==> config.mk <==
export PLATFORM = sky130hd
export DESIGN_NAME = pool_logger_top
export DESIGN_NICKNAME = d
export VERILOG_FILES = /design/src/design/pool_pkg.sv /design/src/design/adc_sipo.sv /design/src/design/pool_datapath.sv /design/src/design/pool_logger_top.sv /design/src/design/report_controller.sv /design/src/design/tick_divider.sv /design/src/design/uart_tx.sv
export SDC_FILE = /design/constraint.sdc
export NUM_CORES = 1
export LEC_CHECK = 0
export BUFFER_PORTS_ARGS = -buffer_cell sky130_fd_sc_hd__buf_2
export CORE_MARGIN = 4
export CORE_UTILIZATION = 40
export CTS_CLUSTER_SIZE = 8
export DETAILED_ROUTE_END_ITERATION = 10
export PLACE_DENSITY_LB_ADDON = 0.15
export SYNTH_ARGS = -nofsm -noshare
export SYNTH_HDL_FRONTEND = slang
export SYNTH_SLANG_ARGS = --single-unit
==> constraint.sdc <==
create_clock -name clk -period 4.8 [get_ports clk]
set_clock_uncertainty 0.05 [all_clocks]
set_input_delay 0.24 -clock clk [delete_from_list [all_inputs] [get_ports clk]]
set_output_delay 0.24 -clock clk [all_outputs]
set_load 0.01 [all_outputs]
==> src/design/pool_pkg.sv <==
// Pool logger shared definitions
package pool_pkg;

    // width of one adc sample
    localparam int sample_bits = 10;

    // one adc sample as shifted in from the converter
    typedef logic [sample_bits-1:0] sample_t;

    // byte select from the report sequencer to the formatter
    typedef logic [1:0] word_sel_t;

    // select codes, one per byte of the frame plus idle
    // idle puts 0x00 on the word bus
    localparam word_sel_t sel_idle    = 2'd0;
    // channel letter byte
    localparam word_sel_t sel_channel = 2'd1;
    // prefix above sample bits 4..0
    localparam word_sel_t sel_low     = 2'd2;
    // prefix above sample bits 9..5
    localparam word_sel_t sel_high    = 2'd3;

    // ascii "A", the only channel in this build
    localparam logic [7:0] channel_letter = 8'h41;

    // marks a payload byte on the host side
    localparam logic [2:0] payload_prefix = 3'b100;

    // width of the tick counter for the peak window
    localparam int window_bits = 6;

endpackage

==> src/design/adc_sipo.sv <==
// ADC serial sample shifter
module adc_sipo (
    input  logic              clk,
    input  logic              rst_n,
    input  logic              data_in,
    input  logic              bit_valid,
    input  logic              data_logging,
    output pool_pkg::sample_t data_out
);

    import pool_pkg::*;

    // a bit is only taken while logging is enabled
    logic shift_en;

    assign shift_en = bit_valid & data_logging;

    // msb arrives first, so older bits move toward the top
    // the register keeps the last full sample between bursts
    always_ff @(posedge clk or negedge rst_n) begin
        if (!rst_n) begin
            data_out <= '0;
        end else if (shift_en) begin
            data_out <= {data_out[sample_bits-2:0], data_in};
        end
    end

endmodule

==> src/design/pool_datapath.sv <==
// Peak hold and report byte datapath
module pool_datapath #(
    parameter int tick_cycles = 6_250_000,
    parameter int peak_window = 40
) (
    input  logic                clk,
    input  logic                rst_n,
    input  logic                adc_bit,
    input  logic                adc_bit_valid,
    input  logic                data_logging,
    input  logic                data_ready,
    input  logic                frame_busy,
    input  pool_pkg::word_sel_t word_sel,
    output logic [7:0]          tx_word
);

    import pool_pkg::*;

    // latest full sample out of the shifter
    sample_t sample;
    // running maximum since the last window clear
    sample_t peak;
    // copy of peak that stays put while a frame is sent
    sample_t snapshot;

    logic                   tick;
    logic [window_bits-1:0] window_cnt;
    logic                   window_clear;

    adc_sipo adc_sipo_inst (
        .clk          (clk),
        .rst_n        (rst_n),
        .data_in      (adc_bit),
        .bit_valid    (adc_bit_valid),
        .data_logging (data_logging),
        .data_out     (sample)
    );

    tick_divider #(
        .tick_cycles (tick_cycles)
    ) tick_divider_inst (
        .clk   (clk),
        .rst_n (rst_n),
        .tick  (tick)
    );

    // window end, counter and peak both drop at the next edge
    assign window_clear = (window_cnt >= window_bits'(peak_window));

    always_ff @(posedge clk or negedge rst_n) begin
        if (!rst_n) begin
            window_cnt <= '0;
        end else if (window_clear) begin
            window_cnt <= '0;
        end else if (tick) begin
            window_cnt <= window_cnt + 1'b1;
        end
    end

    // clear wins over a new sample in the same cycle
    always_ff @(posedge clk or negedge rst_n) begin
        if (!rst_n) begin
            peak <= '0;
        end else if (window_clear) begin
            peak <= '0;
        end else if (data_ready && (sample > peak)) begin
            peak <= sample;
        end
    end

    // follows peak until a frame starts, then holds for its three bytes
    always_ff @(posedge clk or negedge rst_n) begin
        if (!rst_n) begin
            snapshot <= '0;
        end else if (!frame_busy) begin
            snapshot <= peak;
        end
    end

    // byte formatting from the frozen value
    always_comb begin
        case (word_sel)
            sel_channel: tx_word = channel_letter;
            sel_low:     tx_word = {payload_prefix, snapshot[4:0]};
            sel_high:    tx_word = {payload_prefix, snapshot[9:5]};
            default:     tx_word = 8'h00;
        endcase
    end

    // peak only ever moves up, except right after the window clear
    peak_monotonic_a: assert property (
        @(posedge clk) disable iff (!rst_n) !window_clear |=> (peak >= $past(peak))
    );

endmodule

==> src/design/pool_logger_top.sv <==
// Pool sensor logger top
module pool_logger_top #(
    parameter int tick_cycles  = 6_250_000,
    parameter int peak_window  = 40,
    parameter int clks_per_bit = 434
) (
    input  logic clk,
    input  logic rst_n,
    input  logic adc_bit,
    input  logic adc_bit_valid,
    input  logic data_logging,
    input  logic data_ready,
    input  logic report_req,
    output logic uart_txd,
    output logic frame_busy
);

    import pool_pkg::*;

    word_sel_t  word_sel;
    logic [7:0] tx_word;
    logic       tx_start;
    logic       tx_done;
    logic       tx_busy;

    pool_datapath #(
        .tick_cycles (tick_cycles),
        .peak_window (peak_window)
    ) pool_datapath_inst (
        .clk           (clk),
        .rst_n         (rst_n),
        .adc_bit       (adc_bit),
        .adc_bit_valid (adc_bit_valid),
        .data_logging  (data_logging),
        .data_ready    (data_ready),
        .frame_busy    (frame_busy),
        .word_sel      (word_sel),
        .tx_word       (tx_word)
    );

    report_controller report_controller_inst (
        .clk        (clk),
        .rst_n      (rst_n),
        .report_req (report_req),
        .tx_done    (tx_done),
        .frame_busy (frame_busy),
        .word_sel   (word_sel),
        .tx_start   (tx_start)
    );

    uart_tx #(
        .clks_per_bit (clks_per_bit)
    ) uart_tx_inst (
        .clk      (clk),
        .rst_n    (rst_n),
        .tx_start (tx_start),
        .tx_word  (tx_word),
        .uart_txd (uart_txd),
        .tx_busy  (tx_busy),
        .tx_done  (tx_done)
    );

    // the serializer only runs inside a frame, so the snapshot stays frozen
    tx_inside_frame_a: assert property (
        @(posedge clk) disable iff (!rst_n) tx_busy |-> frame_busy
    );

endmodule

==> src/design/report_controller.sv <==
// Report frame sequencer
module report_controller (
    input  logic                clk,
    input  logic                rst_n,
    input  logic                report_req,
    input  logic                tx_done,
    output logic                frame_busy,
    output pool_pkg::word_sel_t word_sel,
    output logic                tx_start
);

    import pool_pkg::*;

    // one state per byte of the frame
    typedef enum logic [1:0] {
        st_idle,
        st_channel,
        st_low,
        st_high
    } state_t;

    state_t state;

    // outputs are registered so the formatter and uart see clean levels
    always_ff @(posedge clk or negedge rst_n) begin
        if (!rst_n) begin
            state      <= st_idle;
            frame_busy <= 1'b0;
            word_sel   <= sel_idle;
            tx_start   <= 1'b0;
        end else begin
            // start is a single cycle strobe
            tx_start <= 1'b0;
            case (state)
                st_idle: begin
                    // requests during a frame never get here
                    if (report_req) begin
                        state      <= st_channel;
                        frame_busy <= 1'b1;
                        word_sel   <= sel_channel;
                        tx_start   <= 1'b1;
                    end
                end
                st_channel: begin
                    if (tx_done) begin
                        state    <= st_low;
                        word_sel <= sel_low;
                        tx_start <= 1'b1;
                    end
                end
                st_low: begin
                    if (tx_done) begin
                        state    <= st_high;
                        word_sel <= sel_high;
                        tx_start <= 1'b1;
                    end
                end
                st_high: begin
                    // last byte out, frame ends and snapshot may follow again
                    if (tx_done) begin
                        state      <= st_idle;
                        frame_busy <= 1'b0;
                        word_sel   <= sel_idle;
                    end
                end
                default: begin
                    state <= st_idle;
                end
            endcase
        end
    end

    // a byte is only selected while the frame is marked busy
    sel_within_frame_a: assert property (
        @(posedge clk) disable iff (!rst_n) (word_sel != sel_idle) |-> frame_busy
    );

endmodule

==> src/design/tick_divider.sv <==
// Eighth-second tick divider
module tick_divider #(
    parameter int tick_cycles = 6_250_000
) (
    input  logic clk,
    input  logic rst_n,
    output logic tick
);

    // counter just wide enough for tick_cycles - 1
    localparam int cnt_w = (tick_cycles > 1) ? $clog2(tick_cycles) : 1;

    logic [cnt_w-1:0] cnt;
    logic             wrap;

    assign wrap = (cnt == cnt_w'(tick_cycles - 1));

    // free running from reset, tick is registered on the wrap
    always_ff @(posedge clk or negedge rst_n) begin
        if (!rst_n) begin
            cnt  <= '0;
            tick <= 1'b0;
        end else begin
            tick <= wrap;
            if (wrap) begin
                cnt <= '0;
            end else begin
                cnt <= cnt + 1'b1;
            end
        end
    end

    // window counting downstream relies on single cycle ticks
    tick_single_cycle_a: assert property (
        @(posedge clk) disable iff (!rst_n) tick |=> !tick
    );

endmodule

==> src/design/uart_tx.sv <==
// UART 8N1 transmitter
module uart_tx #(
    parameter int clks_per_bit = 434
) (
    input  logic       clk,
    input  logic       rst_n,
    input  logic       tx_start,
    input  logic [7:0] tx_word,
    output logic       uart_txd,
    output logic       tx_busy,
    output logic       tx_done
);

    localparam int cnt_w = (clks_per_bit > 1) ? $clog2(clks_per_bit) : 1;

    // stop, data lsb first, start; bit 0 is on the line
    logic [9:0]       frame;
    logic [cnt_w-1:0] clk_cnt;
    logic [3:0]       bit_cnt;
    logic             bit_end;

    assign bit_end  = (clk_cnt == cnt_w'(clks_per_bit - 1));
    // ones shift in behind the frame so the line idles high
    assign uart_txd = frame[0];

    always_ff @(posedge clk or negedge rst_n) begin
        if (!rst_n) begin
            frame   <= '1;
            clk_cnt <= '0;
            bit_cnt <= '0;
            tx_busy <= 1'b0;
            tx_done <= 1'b0;
        end else begin
            tx_done <= 1'b0;
            if (!tx_busy) begin
                if (tx_start) begin
                    frame   <= {1'b1, tx_word, 1'b0};
                    clk_cnt <= '0;
                    bit_cnt <= '0;
                    tx_busy <= 1'b1;
                end
            end else if (bit_end) begin
                clk_cnt <= '0;
                frame   <= {1'b1, frame[9:1]};
                // tenth bit time ends the stop bit
                if (bit_cnt == 4'd9) begin
                    tx_busy <= 1'b0;
                    tx_done <= 1'b1;
                end else begin
                    bit_cnt <= bit_cnt + 1'b1;
                end
            end else begin
                clk_cnt <= clk_cnt + 1'b1;
            end
        end
    end

    // the sequencer must wait for done before the next start
    start_when_idle_a: assert property (
        @(posedge clk) disable iff (!rst_n) tx_start |-> !tx_busy
    );

endmodule

==> results of run 1 <==
==> cell type report <==
class / instances / share of cell area, %
sequential: 88 / 47.6
clock inverter: 5 / 1.21
clock buffer: 11 / 2.82
tap: 136 / 3.66
timing repair buffer: 10 / 1.29
multi-input combinational: 295 / 41.6
inverter: 23 / 1.86
==> power breakdown <==
part,internal [mW],leakage [nW],switching (mW)
logic,0.149,0.800,0.228
registers,0.807,1.15,0.0535
clock network,0.242,0.0937,0.263
==> state kept, by name, indices dropped and copies added, names as in the netlist <==
register                                   flops
pool_datapath_inst.adc_sipo_inst.data_out     10
pool_datapath_inst.peak                       10
pool_datapath_inst.snapshot                   10
pool_datapath_inst.tick_divider_inst.cnt      23
pool_datapath_inst.tick_divider_inst.tick      1
pool_datapath_inst.window_cnt                  6
report_controller_inst.frame_busy              1
report_controller_inst.tx_start                1
report_controller_inst.word_sel                2
uart_tx_inst.bit_cnt                           4
uart_tx_inst.clk_cnt                           9
uart_tx_inst.frame                             9
uart_tx_inst.tx_busy                           1
uart_tx_inst.tx_done                           1
==> synth_stat cells (all sizes together), types with 2 or more instances <==
| cell type | number | share of area, % |
|---|---|---|
| dfrtp | 79 | 46 |
| nor2 | 44 | 3.8 |
| o21ai | 39 | 4.5 |
| nand2 | 33 | 2.9 |
| nand3 | 24 | 2.8 |
| inv | 23 | 2.0 |
| ha | 22 | 6.4 |
| a21oi | 20 | 2.3 |
| xor2 | 16 | 3.3 |
| mux2 | 12 | 3.2 |
| nand4 | 12 | 1.7 |
| clkbuf | 9 | 0.79 |
| dfstp | 9 | 5.5 |
| xnor2 | 9 | 1.8 |
| mux2i | 7 | 1.6 |
| nand2b | 6 | 0.87 |
| nor3 | 6 | 0.70 |
| o31ai | 6 | 1.4 |
| a22oi | 5 | 0.87 |
| a22o | 4 | 0.82 |
| and3 | 4 | 0.58 |
| buf | 4 | 0.55 |
| nor2b | 4 | 0.58 |
| a211oi | 3 | 0.52 |
| a31oi | 2 | 0.29 |
| nor4 | 2 | 0.64 |
| o41ai | 2 | 0.41 |
==> logic make-up after synthesis <==
kind of cell / Yosys count
compound gates: 87
xor+xnor: 25
fa+ha+maj: 22
buf+inv: 36
flops: 88
mux: 19
simple gates: 142
==> path summary, 6_finish.rpt <==
check | start | to | slack, ns | depth (start not counted)
worst max-delay path | pool_datapath_inst.adc_sipo_inst.data_out[7] | pool_datapath_inst.peak[3] | 2.28 | 6
worst min-delay path | adc_bit | pool_datapath_inst.adc_sipo_inst.data_out[0] | 0.07 | 2
worst max register to register | pool_datapath_inst.adc_sipo_inst.data_out[7] | pool_datapath_inst.peak[3] | 2.28 | 6
worst min register to register | pool_datapath_inst.tick_divider_inst.cnt[0] | pool_datapath_inst.tick_divider_inst.cnt[0] | 0.42 | 1
max in group asynchronous | rst_n | pool_datapath_inst.snapshot[4] | 3.32 | 3
min in group asynchronous | rst_n | report_controller_inst.frame_busy | 0.31 | 2
==> metal layers <==
metal | global-route usage [%] | up-vias | wire [µm]
li1 | - | 1482 | -
met1 | 19.1 | 1476 | 4030
met2 | 22.0 | 47 | 3770
met3 | 3.32 | 12 | 255
met4 | 5.35 | 0 | 145
met5 | 0 | - | 0
==> critical path, cell delays in order (launching register included) <==
cell and delay [ns]:
dfrtp_1 0.42, ha_1 0.34, a211oi_1 0.25, nor2_1 0.11
a2111oi_2 0.90, o21ai_0 0.18, a21oi_1 0.19
==> impl_metrics.json, run 1 <==
{
  "p_leak_nw": 2.04,
  "placed_area_um2": 4460,
  "hold_viol": 0,
  "slew_headroom_pct": 26.3,
  "criticalPathCategory": "reg -> reg",
  "yosys.area_share.simple_pct": 16.2,
  "dr.pass1.iters": 4,
  "cts-resized-gates": 0,
  "finalCriticalPeriod_ns": 2.52,
  "n_antenna_cell": 0,
  "grt_max_degree": 56,
  "timing.final.crit_share_pct": 52.5,
  "hpwl_um": 5620,
  "synth_cell_type_count": 47,
  "synthMuxAreaShare_pct": 4.87,
  "endpoint_kind": "flop",
  "whs_ns": 0.0710,
  "final_util_pct": 44.9,
  "ys.warnings.count": 0,
  "initial_core_util_pct": 41.4,
  "vias": 3017,
  "rows": 37,
  "power.density_nw_per_um2": 374,
  "drt_iter0_drc": 226,
  "slew_viol_final": 0,
  "track_usage_pct": 14.1,
  "die_x_um": 112,
  "nets": 456,
  "io_buffer_count": 8,
  "worst_setup_path_start_kind": "flop",
  "die_h_um": 112,
  "ys_ff_latch": 88,
  "cts.sinks": 88,
  "fmax_ghz": 0.397,
  "rsz0062_at_grt": "no",
  "synth-seq-area-share_pct": 51.6,
  "ir_drop_uv": 155,
  "synthesis.area_um2": 4290,
  "post_cts_buffers": 0,
  "timing.setup.tns_ns": 0,
  "synthAdderAreaFrac_pct": 6.41,
  "synth_xor_area_share_pct": 5.10,
  "maxCapViolCount": 0,
  "cts_tree": "built",
  "drc_errors": 0,
  "multi_input_area_um2": 1940,
  "worstPathRequired_ns": 5.02,
  "finalNonFillerCells": 568,
  "fill_cells": 1032,
  "tightest_slew_ns": 1.10,
  "seqCellArea_um2": 2210,
  "syn_inst": 419,
  "core_um2": 10400,
  "synthArstFlopShare_pct": 100,
  "critPathArrivalTime_ns": 2.74,
  "gp_congestion": 0.796,
  "area_growth_pct": 8.39,
  "min_path_type": "in -> reg",
  "io_pins": 9,
  "total_power_mw": 1.74,
  "final_cell_area_um2": 4650,
  "ys.flop_type": "dfrtp_1",
  "ant_nets": 0,
  "grt_first_pass_wirelength_um": 14500,
  "floorplan.die_area_um2": 12500,
  "layout-drive-gt1-share_pct": 11.6,
  "routed_wl_um": 8210,
  "via_per_inst": 5.31,
  "routedWlPerCell_um": 14.4,
  "insertion_delay_ns": 0.35,
  "antenna_found_initial": 0,
  "hold_buffers": 1,
  "critPathMaxFanout": 10,
  "worst_slack_ns": 2.28,
  "dpl.cell_count": 551,
  "clk_path_buf_depth": 2,
  "synth_top_family_by_area": "simple AND/OR/NAND/NOR gates",
  "avgSynthCellArea_um2": 10.2,
  "htreeDepth": 3,
  "mostFrequentLayoutCells": "dfrtp_1, nor2_1, o21ai_0",
  "first_global_vias": 3085,
  "pre_cts_slack_ns": 2.35,
  "synth_edf_count": 0,
  "synth_fp_nets": 448,
  "synth-compound-area-share_pct": 12.5,
  "grt.overflow.total": 0,
  "outcome": "finished, final reports clean",
  "mostFrequentLayoutCell": "dfrtp_1",
  "setup-violations-final": 0,
  "root_buffer": "clkbuf_8",
  "cts_buffers": 9,
  "clkTransAtPathRegs_ns": 0.08
}
No activity file was read; power rests on OpenSTA's default activity.
==> inputs of run 2 (changes only) <==
==> constraint.sdc (replaced) <==
create_clock -name clk -period 2.5 [get_ports clk]
set_clock_uncertainty 0.05 [all_clocks]
set_input_delay 0.125 -clock clk [delete_from_list [all_inputs] [get_ports clk]]
set_output_delay 0.125 -clock clk [all_outputs]
set_load 0.01 [all_outputs]
==> run 2 against run 1 <==
Sequential power rose by 92%. Critical endpoint is now pool_datapath_inst.peak[6]. Non-clock buffer count rose by 11. Via count rose by 0.63%. Critical path depth did not move. Total power rose by 98%. Cell area rose by 2.5%. Worst setup slack got worse by 2.0 ns. Clock-buffer cell count fell by 1. Largest cell class unchanged. Maximum frequency rose by 15%. Sequential share of layout area fell by 1.1 points. Cell count rose by 1.9%.
==> impl_metrics.json, run 2 (same netlist as run 1, synthesis figures left out) <==
{
  "outcome": "finished, final reports clean",
  "ff2ff_setup_slack_ns": 0.30,
  "p_leak_nw": 2.10,
  "min_path_type": "in -> reg",
  "antenna_found_initial": 0,
  "critPathMaxFanout": 10,
  "layout-drive-gt1-share_pct": 14.0,
  "top_register": "pool_datapath_inst.tick_divider_inst.cnt",
  "timing.final.crit_share_pct": 87.8,
  "worstPathRequired_ns": 2.72,
  "min-delay-start": "report_req",
  "htreeDepth": 3,
  "rsz0062_at_grt": "no",
  "ir_drop_uv": 375,
  "dr.pass1.iters": 4,
  "io_pins": 9,
  "criticalPathCategory": "reg -> reg",
  "hold_buffers": 2,
  "core_um2": 10400,
  "cts.sinks": 88,
  "root_buffer": "clkbuf_8",
  "area_growth_pct": 11.1,
  "nets": 467,
  "cts-resized-gates": 0,
  "cts_tree": "built",
  "rows": 37,
  "busiest_layer": "met2",
  "track_usage_pct": 14.1,
  "timing.setup.tns_ns": 0,
  "die_x_um": 112,
  "switching_power_mw": 1.09,
  "fmax_ghz": 0.456,
  "drt_iter0_drc": 138,
  "pwr-share-seq_pct": 47.9,
  "p_clk_share_pct": 29.4,
  "cts_buffers": 9,
  "via_per_inst": 5.24,
  "grt_max_degree": 48,
  "clk_path_buf_depth": 2,
  "insertion_delay_ns": 0.36,
  "slew_viol_final": 0,
  "die_h_um": 112,
  "initial_core_util_pct": 41.4,
  "finalCriticalPeriod_ns": 2.20,
  "vias": 3036,
  "n_antenna_cell": 0,
  "routed_wl_um": 8250,
  "drc_errors": 0,
  "maxCapViolCount": 0,
  "whs_ns": 0.0378,
  "gp_congestion": 0.785,
  "largest_reg_flops": 23,
  "use_met2_pct": 21.9,
  "mostFrequentLayoutCells": "dfrtp_1, nor2_1, o21ai_0",
  "switching_share_pct": 31.6,
  "pre_cts_slack_ns": 0.312,
  "cp_slowest_cell": "a211oi_1",
  "clkTransAtPathRegs_ns": 0.10,
  "r2r-start": "pool_datapath_inst.adc_sipo_inst.data_out[5]",
  "setup-violations-final": 0,
  "worst_slack_ns": 0.305,
  "final_util_pct": 46.0,
  "grt_first_pass_wirelength_um": 14400,
  "first_global_vias": 3012,
  "startpoint": "pool_datapath_inst.adc_sipo_inst.data_out[5]",
  "routedWlPerCell_um": 14.2,
  "worst_setup_path_start_kind": "flop",
  "hold_viol": 0,
  "mostFrequentLayoutCell": "dfrtp_1",
  "power.density_nw_per_um2": 724,
  "met1_usage_pct": 19.1,
  "globalRouteMet3Util_pct": 3.32,
  "max_stage_delay_ns": 0.44,
  "pwr-share-comb_pct": 22.7,
  "cp_cell_sequence": "ha_1, nand4_1, a211oi_1, a2111o_1, nand3_1, a21oi_1",
  "endpoint_kind": "flop",
  "intPower_mw": 2.36,
  "hpwl_um": 5710,
  "total_power_mw": 3.45,
  "floorplan.die_area_um2": 12500,
  "io_buffer_count": 8,
  "grt.overflow.total": 0,
  "post_cts_buffers": 0,
  "slew_headroom_pct": 57.0,
  "ant_nets": 0,
  "tightest_slew_ns": 0.645,
  "critPathArrivalTime_ns": 2.42
}
==> run 2: final cells by class <==
cell class,instances,area (µm²)
repair buffers,21,158
multi-input cells,295,1940
clock buffers,10,138
well taps,136,170
clock inverters,6,67.6
inverters,23,86.3
fillers,992,5600
flip-flops and latches,88,2210
==> run 2: metal layers <==
layer | part of all wire, % | wire (µm)
met3 | 3.4 | 281
met4 | 1.3 | 110
met1 | 49 | 4010
met2 | 47 | 3840
met5 | 0 | 0
==> run 2: path summary, 6_finish.rpt <==
path,depth (start not counted),endpoint
max,6,pool_datapath_inst.peak[6]
min,3,report_controller_inst.tx_start
max reg2reg,6,pool_datapath_inst.peak[6]
min reg2reg,1,pool_datapath_inst.tick_divider_inst.cnt[0]
max in group asynchronous,3,uart_tx_inst.frame[6]
min in group asynchronous,2,report_controller_inst.tx_start
==> run 2: metrics by stage <==
stage               std cells  instance area, µm²
CTS                       579                4770
floorplan                 419                4290
detailed placement        561                4540
finish                    579                4770
global placement          561                4540
global route              579                4770
==> run 2: power groups by stage <==
stage | sequential [mW] | clock (mW) | combinational, mW
2_1_floorplan | 1.64 | 0 | 0.545
3_3_place_gp | 1.68 | 0 | 0.747
3_5_place_dp | 1.68 | 0 | 0.785
4_1_cts | 1.65 | 1.05 | 0.788
5_1_grt | 1.67 | 1.13 | 0.888
6_report | 1.65 | 1.02 | 0.785
==> run 2: critical path, delay by kind of cell, from the launching register on <==
family                   cells  cell delay, ns
AO/OA/AOI/OAI                3            1.00
flip-flops                   1            0.42
adder cells (fa/ha/maj)      1            0.34
AND/OR/NAND/NOR              2            0.31
==> inputs of run 3 (changes only) <==
--- a/config.mk
+++ b/config.mk
@@ -11,6 +11,7 @@
 export CTS_CLUSTER_SIZE = 8
 export DETAILED_ROUTE_END_ITERATION = 10
 export PLACE_DENSITY_LB_ADDON = 0.15
+export RECOVER_POWER = 25
 export SYNTH_ARGS = -nofsm -noshare
 export SYNTH_HDL_FRONTEND = slang
 export SYNTH_SLANG_ARGS = --single-unit
==> run 3 against run 2 <==
Sequential cell count unchanged. Worst setup slack did not move. First-iteration DRC count unchanged. Largest cell class unchanged. Global-route usage did not move. Total power is essentially flat. Maximum frequency did not move. Utilization about the same. Wire length unchanged. Clock-buffer cell count stayed put.
==> impl_metrics.json, run 3 (same netlist as run 1, synthesis figures left out) <==
{
  "whs_path_depth": 3,
  "top_register": "pool_datapath_inst.tick_divider_inst.cnt",
  "layout-drive-gt1-share_pct": 14.0,
  "initial_core_util_pct": 41.4,
  "drt_iter0_drc": 138,
  "worst_setup_path_start_kind": "flop",
  "p_leak_nw": 2.10,
  "maxCapViolCount": 0,
  "first_global_vias": 3012,
  "critPathMaxFanout": 10,
  "grt_first_pass_wirelength_um": 14400,
  "root_buffer": "clkbuf_8",
  "cts_buffers": 9,
  "grt.overflow.total": 0,
  "die_x_um": 112,
  "timing.final.crit_share_pct": 87.8,
  "cts_tree": "built",
  "io_pins": 9,
  "antenna_found_initial": 0,
  "via_per_inst": 5.25,
  "track_usage_pct": 14.1,
  "grt_max_degree": 48,
  "outcome": "finished, final reports clean",
  "core_um2": 10400,
  "fmax_ghz": 0.456,
  "post_cts_buffers": 0,
  "tightest_slew_ns": 1.08,
  "timing.setup.tns_ns": 0,
  "clkTransAtPathRegs_ns": 0.10,
  "cts-resized-gates": 0,
  "rsz0062_at_grt": "no",
  "mostFrequentLayoutCell": "dfrtp_1",
  "nets": 467,
  "floorplan.die_area_um2": 12500,
  "vias": 3038,
  "n_antenna_cell": 0,
  "power.density_nw_per_um2": 725,
  "hold_buffers": 2,
  "largest_reg_flops": 23,
  "critPathArrivalTime_ns": 2.42,
  "setup-violations-final": 0,
  "min_path_type": "in -> reg",
  "worstPathRequired_ns": 2.72,
  "gp_congestion": 0.785,
  "finalNonFillerCells": 579,
  "dpl.cell_count": 561,
  "ir_drop_uv": 375,
  "routedWlPerCell_um": 14.2,
  "area_growth_pct": 11.0,
  "cts.sinks": 88,
  "die_h_um": 112,
  "finalCriticalPeriod_ns": 2.20,
  "endpoint_kind": "flop",
  "reg2regPathDepth": 6,
  "rows": 37,
  "mostFrequentLayoutCells": "dfrtp_1, nor2_1, o21ai_0",
  "htreeDepth": 3,
  "final_cell_area_um2": 4770,
  "insertion_delay_ns": 0.36,
  "drc_errors": 0,
  "criticalPathCategory": "reg -> reg",
  "io_buffer_count": 8,
  "placed_area_um2": 4540,
  "slew_headroom_pct": 28.2,
  "routed_wl_um": 8250,
  "ant_nets": 0,
  "hpwl_um": 5710,
  "hold_viol": 0,
  "clk_path_buf_depth": 2,
  "slew_viol_final": 0,
  "dr.pass1.iters": 4
}
==> run 3: changes by cell type in the layout (fill, tap and decap cells not counted) <==
cell,before,now
clkbuf_2,0,1
buf_4,11,10
==> run 3: power breakdown <==
group / total [mW] / switching, mW / internal [mW]
registers: 1.65 / 0.103 / 1.55
logic: 0.785 / 0.466 / 0.318
clock network: 1.02 / 0.522 / 0.493
total: 3.45 / 1.09 / 2.36
==> run 3: per-layer routing <==
layer	wire length [µm]	vias up	global-route usage, %	share of wire, %
met1	4020	1486	19.1	49
met3	281	8	3.32	3.4
met4	110	0	5.68	1.3
met5	0	-	0	0
met2	3840	43	21.9	47
li1	-	1501	-	-
==> run 3: worst paths after layout <==
| path | from | endpoint | slack, ns |
|---|---|---|---|
| min in group asynchronous | rst_n | report_controller_inst.tx_start | 0.44 |
| worst max register to register | pool_datapath_inst.adc_sipo_inst.data_out[5] | pool_datapath_inst.peak[6] | 0.30 |
| max in group asynchronous | rst_n | uart_tx_inst.frame[6] | 1.11 |
| worst min-delay path | report_req | report_controller_inst.tx_start | 0.04 |
| worst min register to register | pool_datapath_inst.tick_divider_inst.cnt[0] | pool_datapath_inst.tick_divider_inst.cnt[0] | 0.41 |
| worst max-delay path | pool_datapath_inst.adc_sipo_inst.data_out[5] | pool_datapath_inst.peak[6] | 0.30 |
==> run 3: critical path: stages (launching register included) <==
cell	delay, ns
dfrtp_1	0.42
ha_1	0.34
nand4_1	0.19
a211oi_1	0.44
a2111o_1	0.39
nand3_1	0.12
a21oi_1	0.17
==> run 3: final cells by class <==
cell class / count / area [µm²]
clock inverters: 6 / 67.6
inverters: 23 / 86.3
fillers: 991 / 5600
clock buffers: 10 / 138
repair buffers: 21 / 155
well taps: 136 / 170
flip-flops and latches: 88 / 2210
multi-input cells: 295 / 1940
==> run 3: per-stage QoR <==
step	hold WS [ns]	util, %	setup WS (ns)	total power, mW
global route	0.0313	46.0	0.122	3.69
floorplan	-0.221	-	0.520	2.19
detailed placement	0.106	43.8	0.312	2.46
CTS	0.0331	46.0	0.317	3.49
finish	0.0377	46.0	0.305	3.45
global placement	0.105	43.8	0.373	2.42
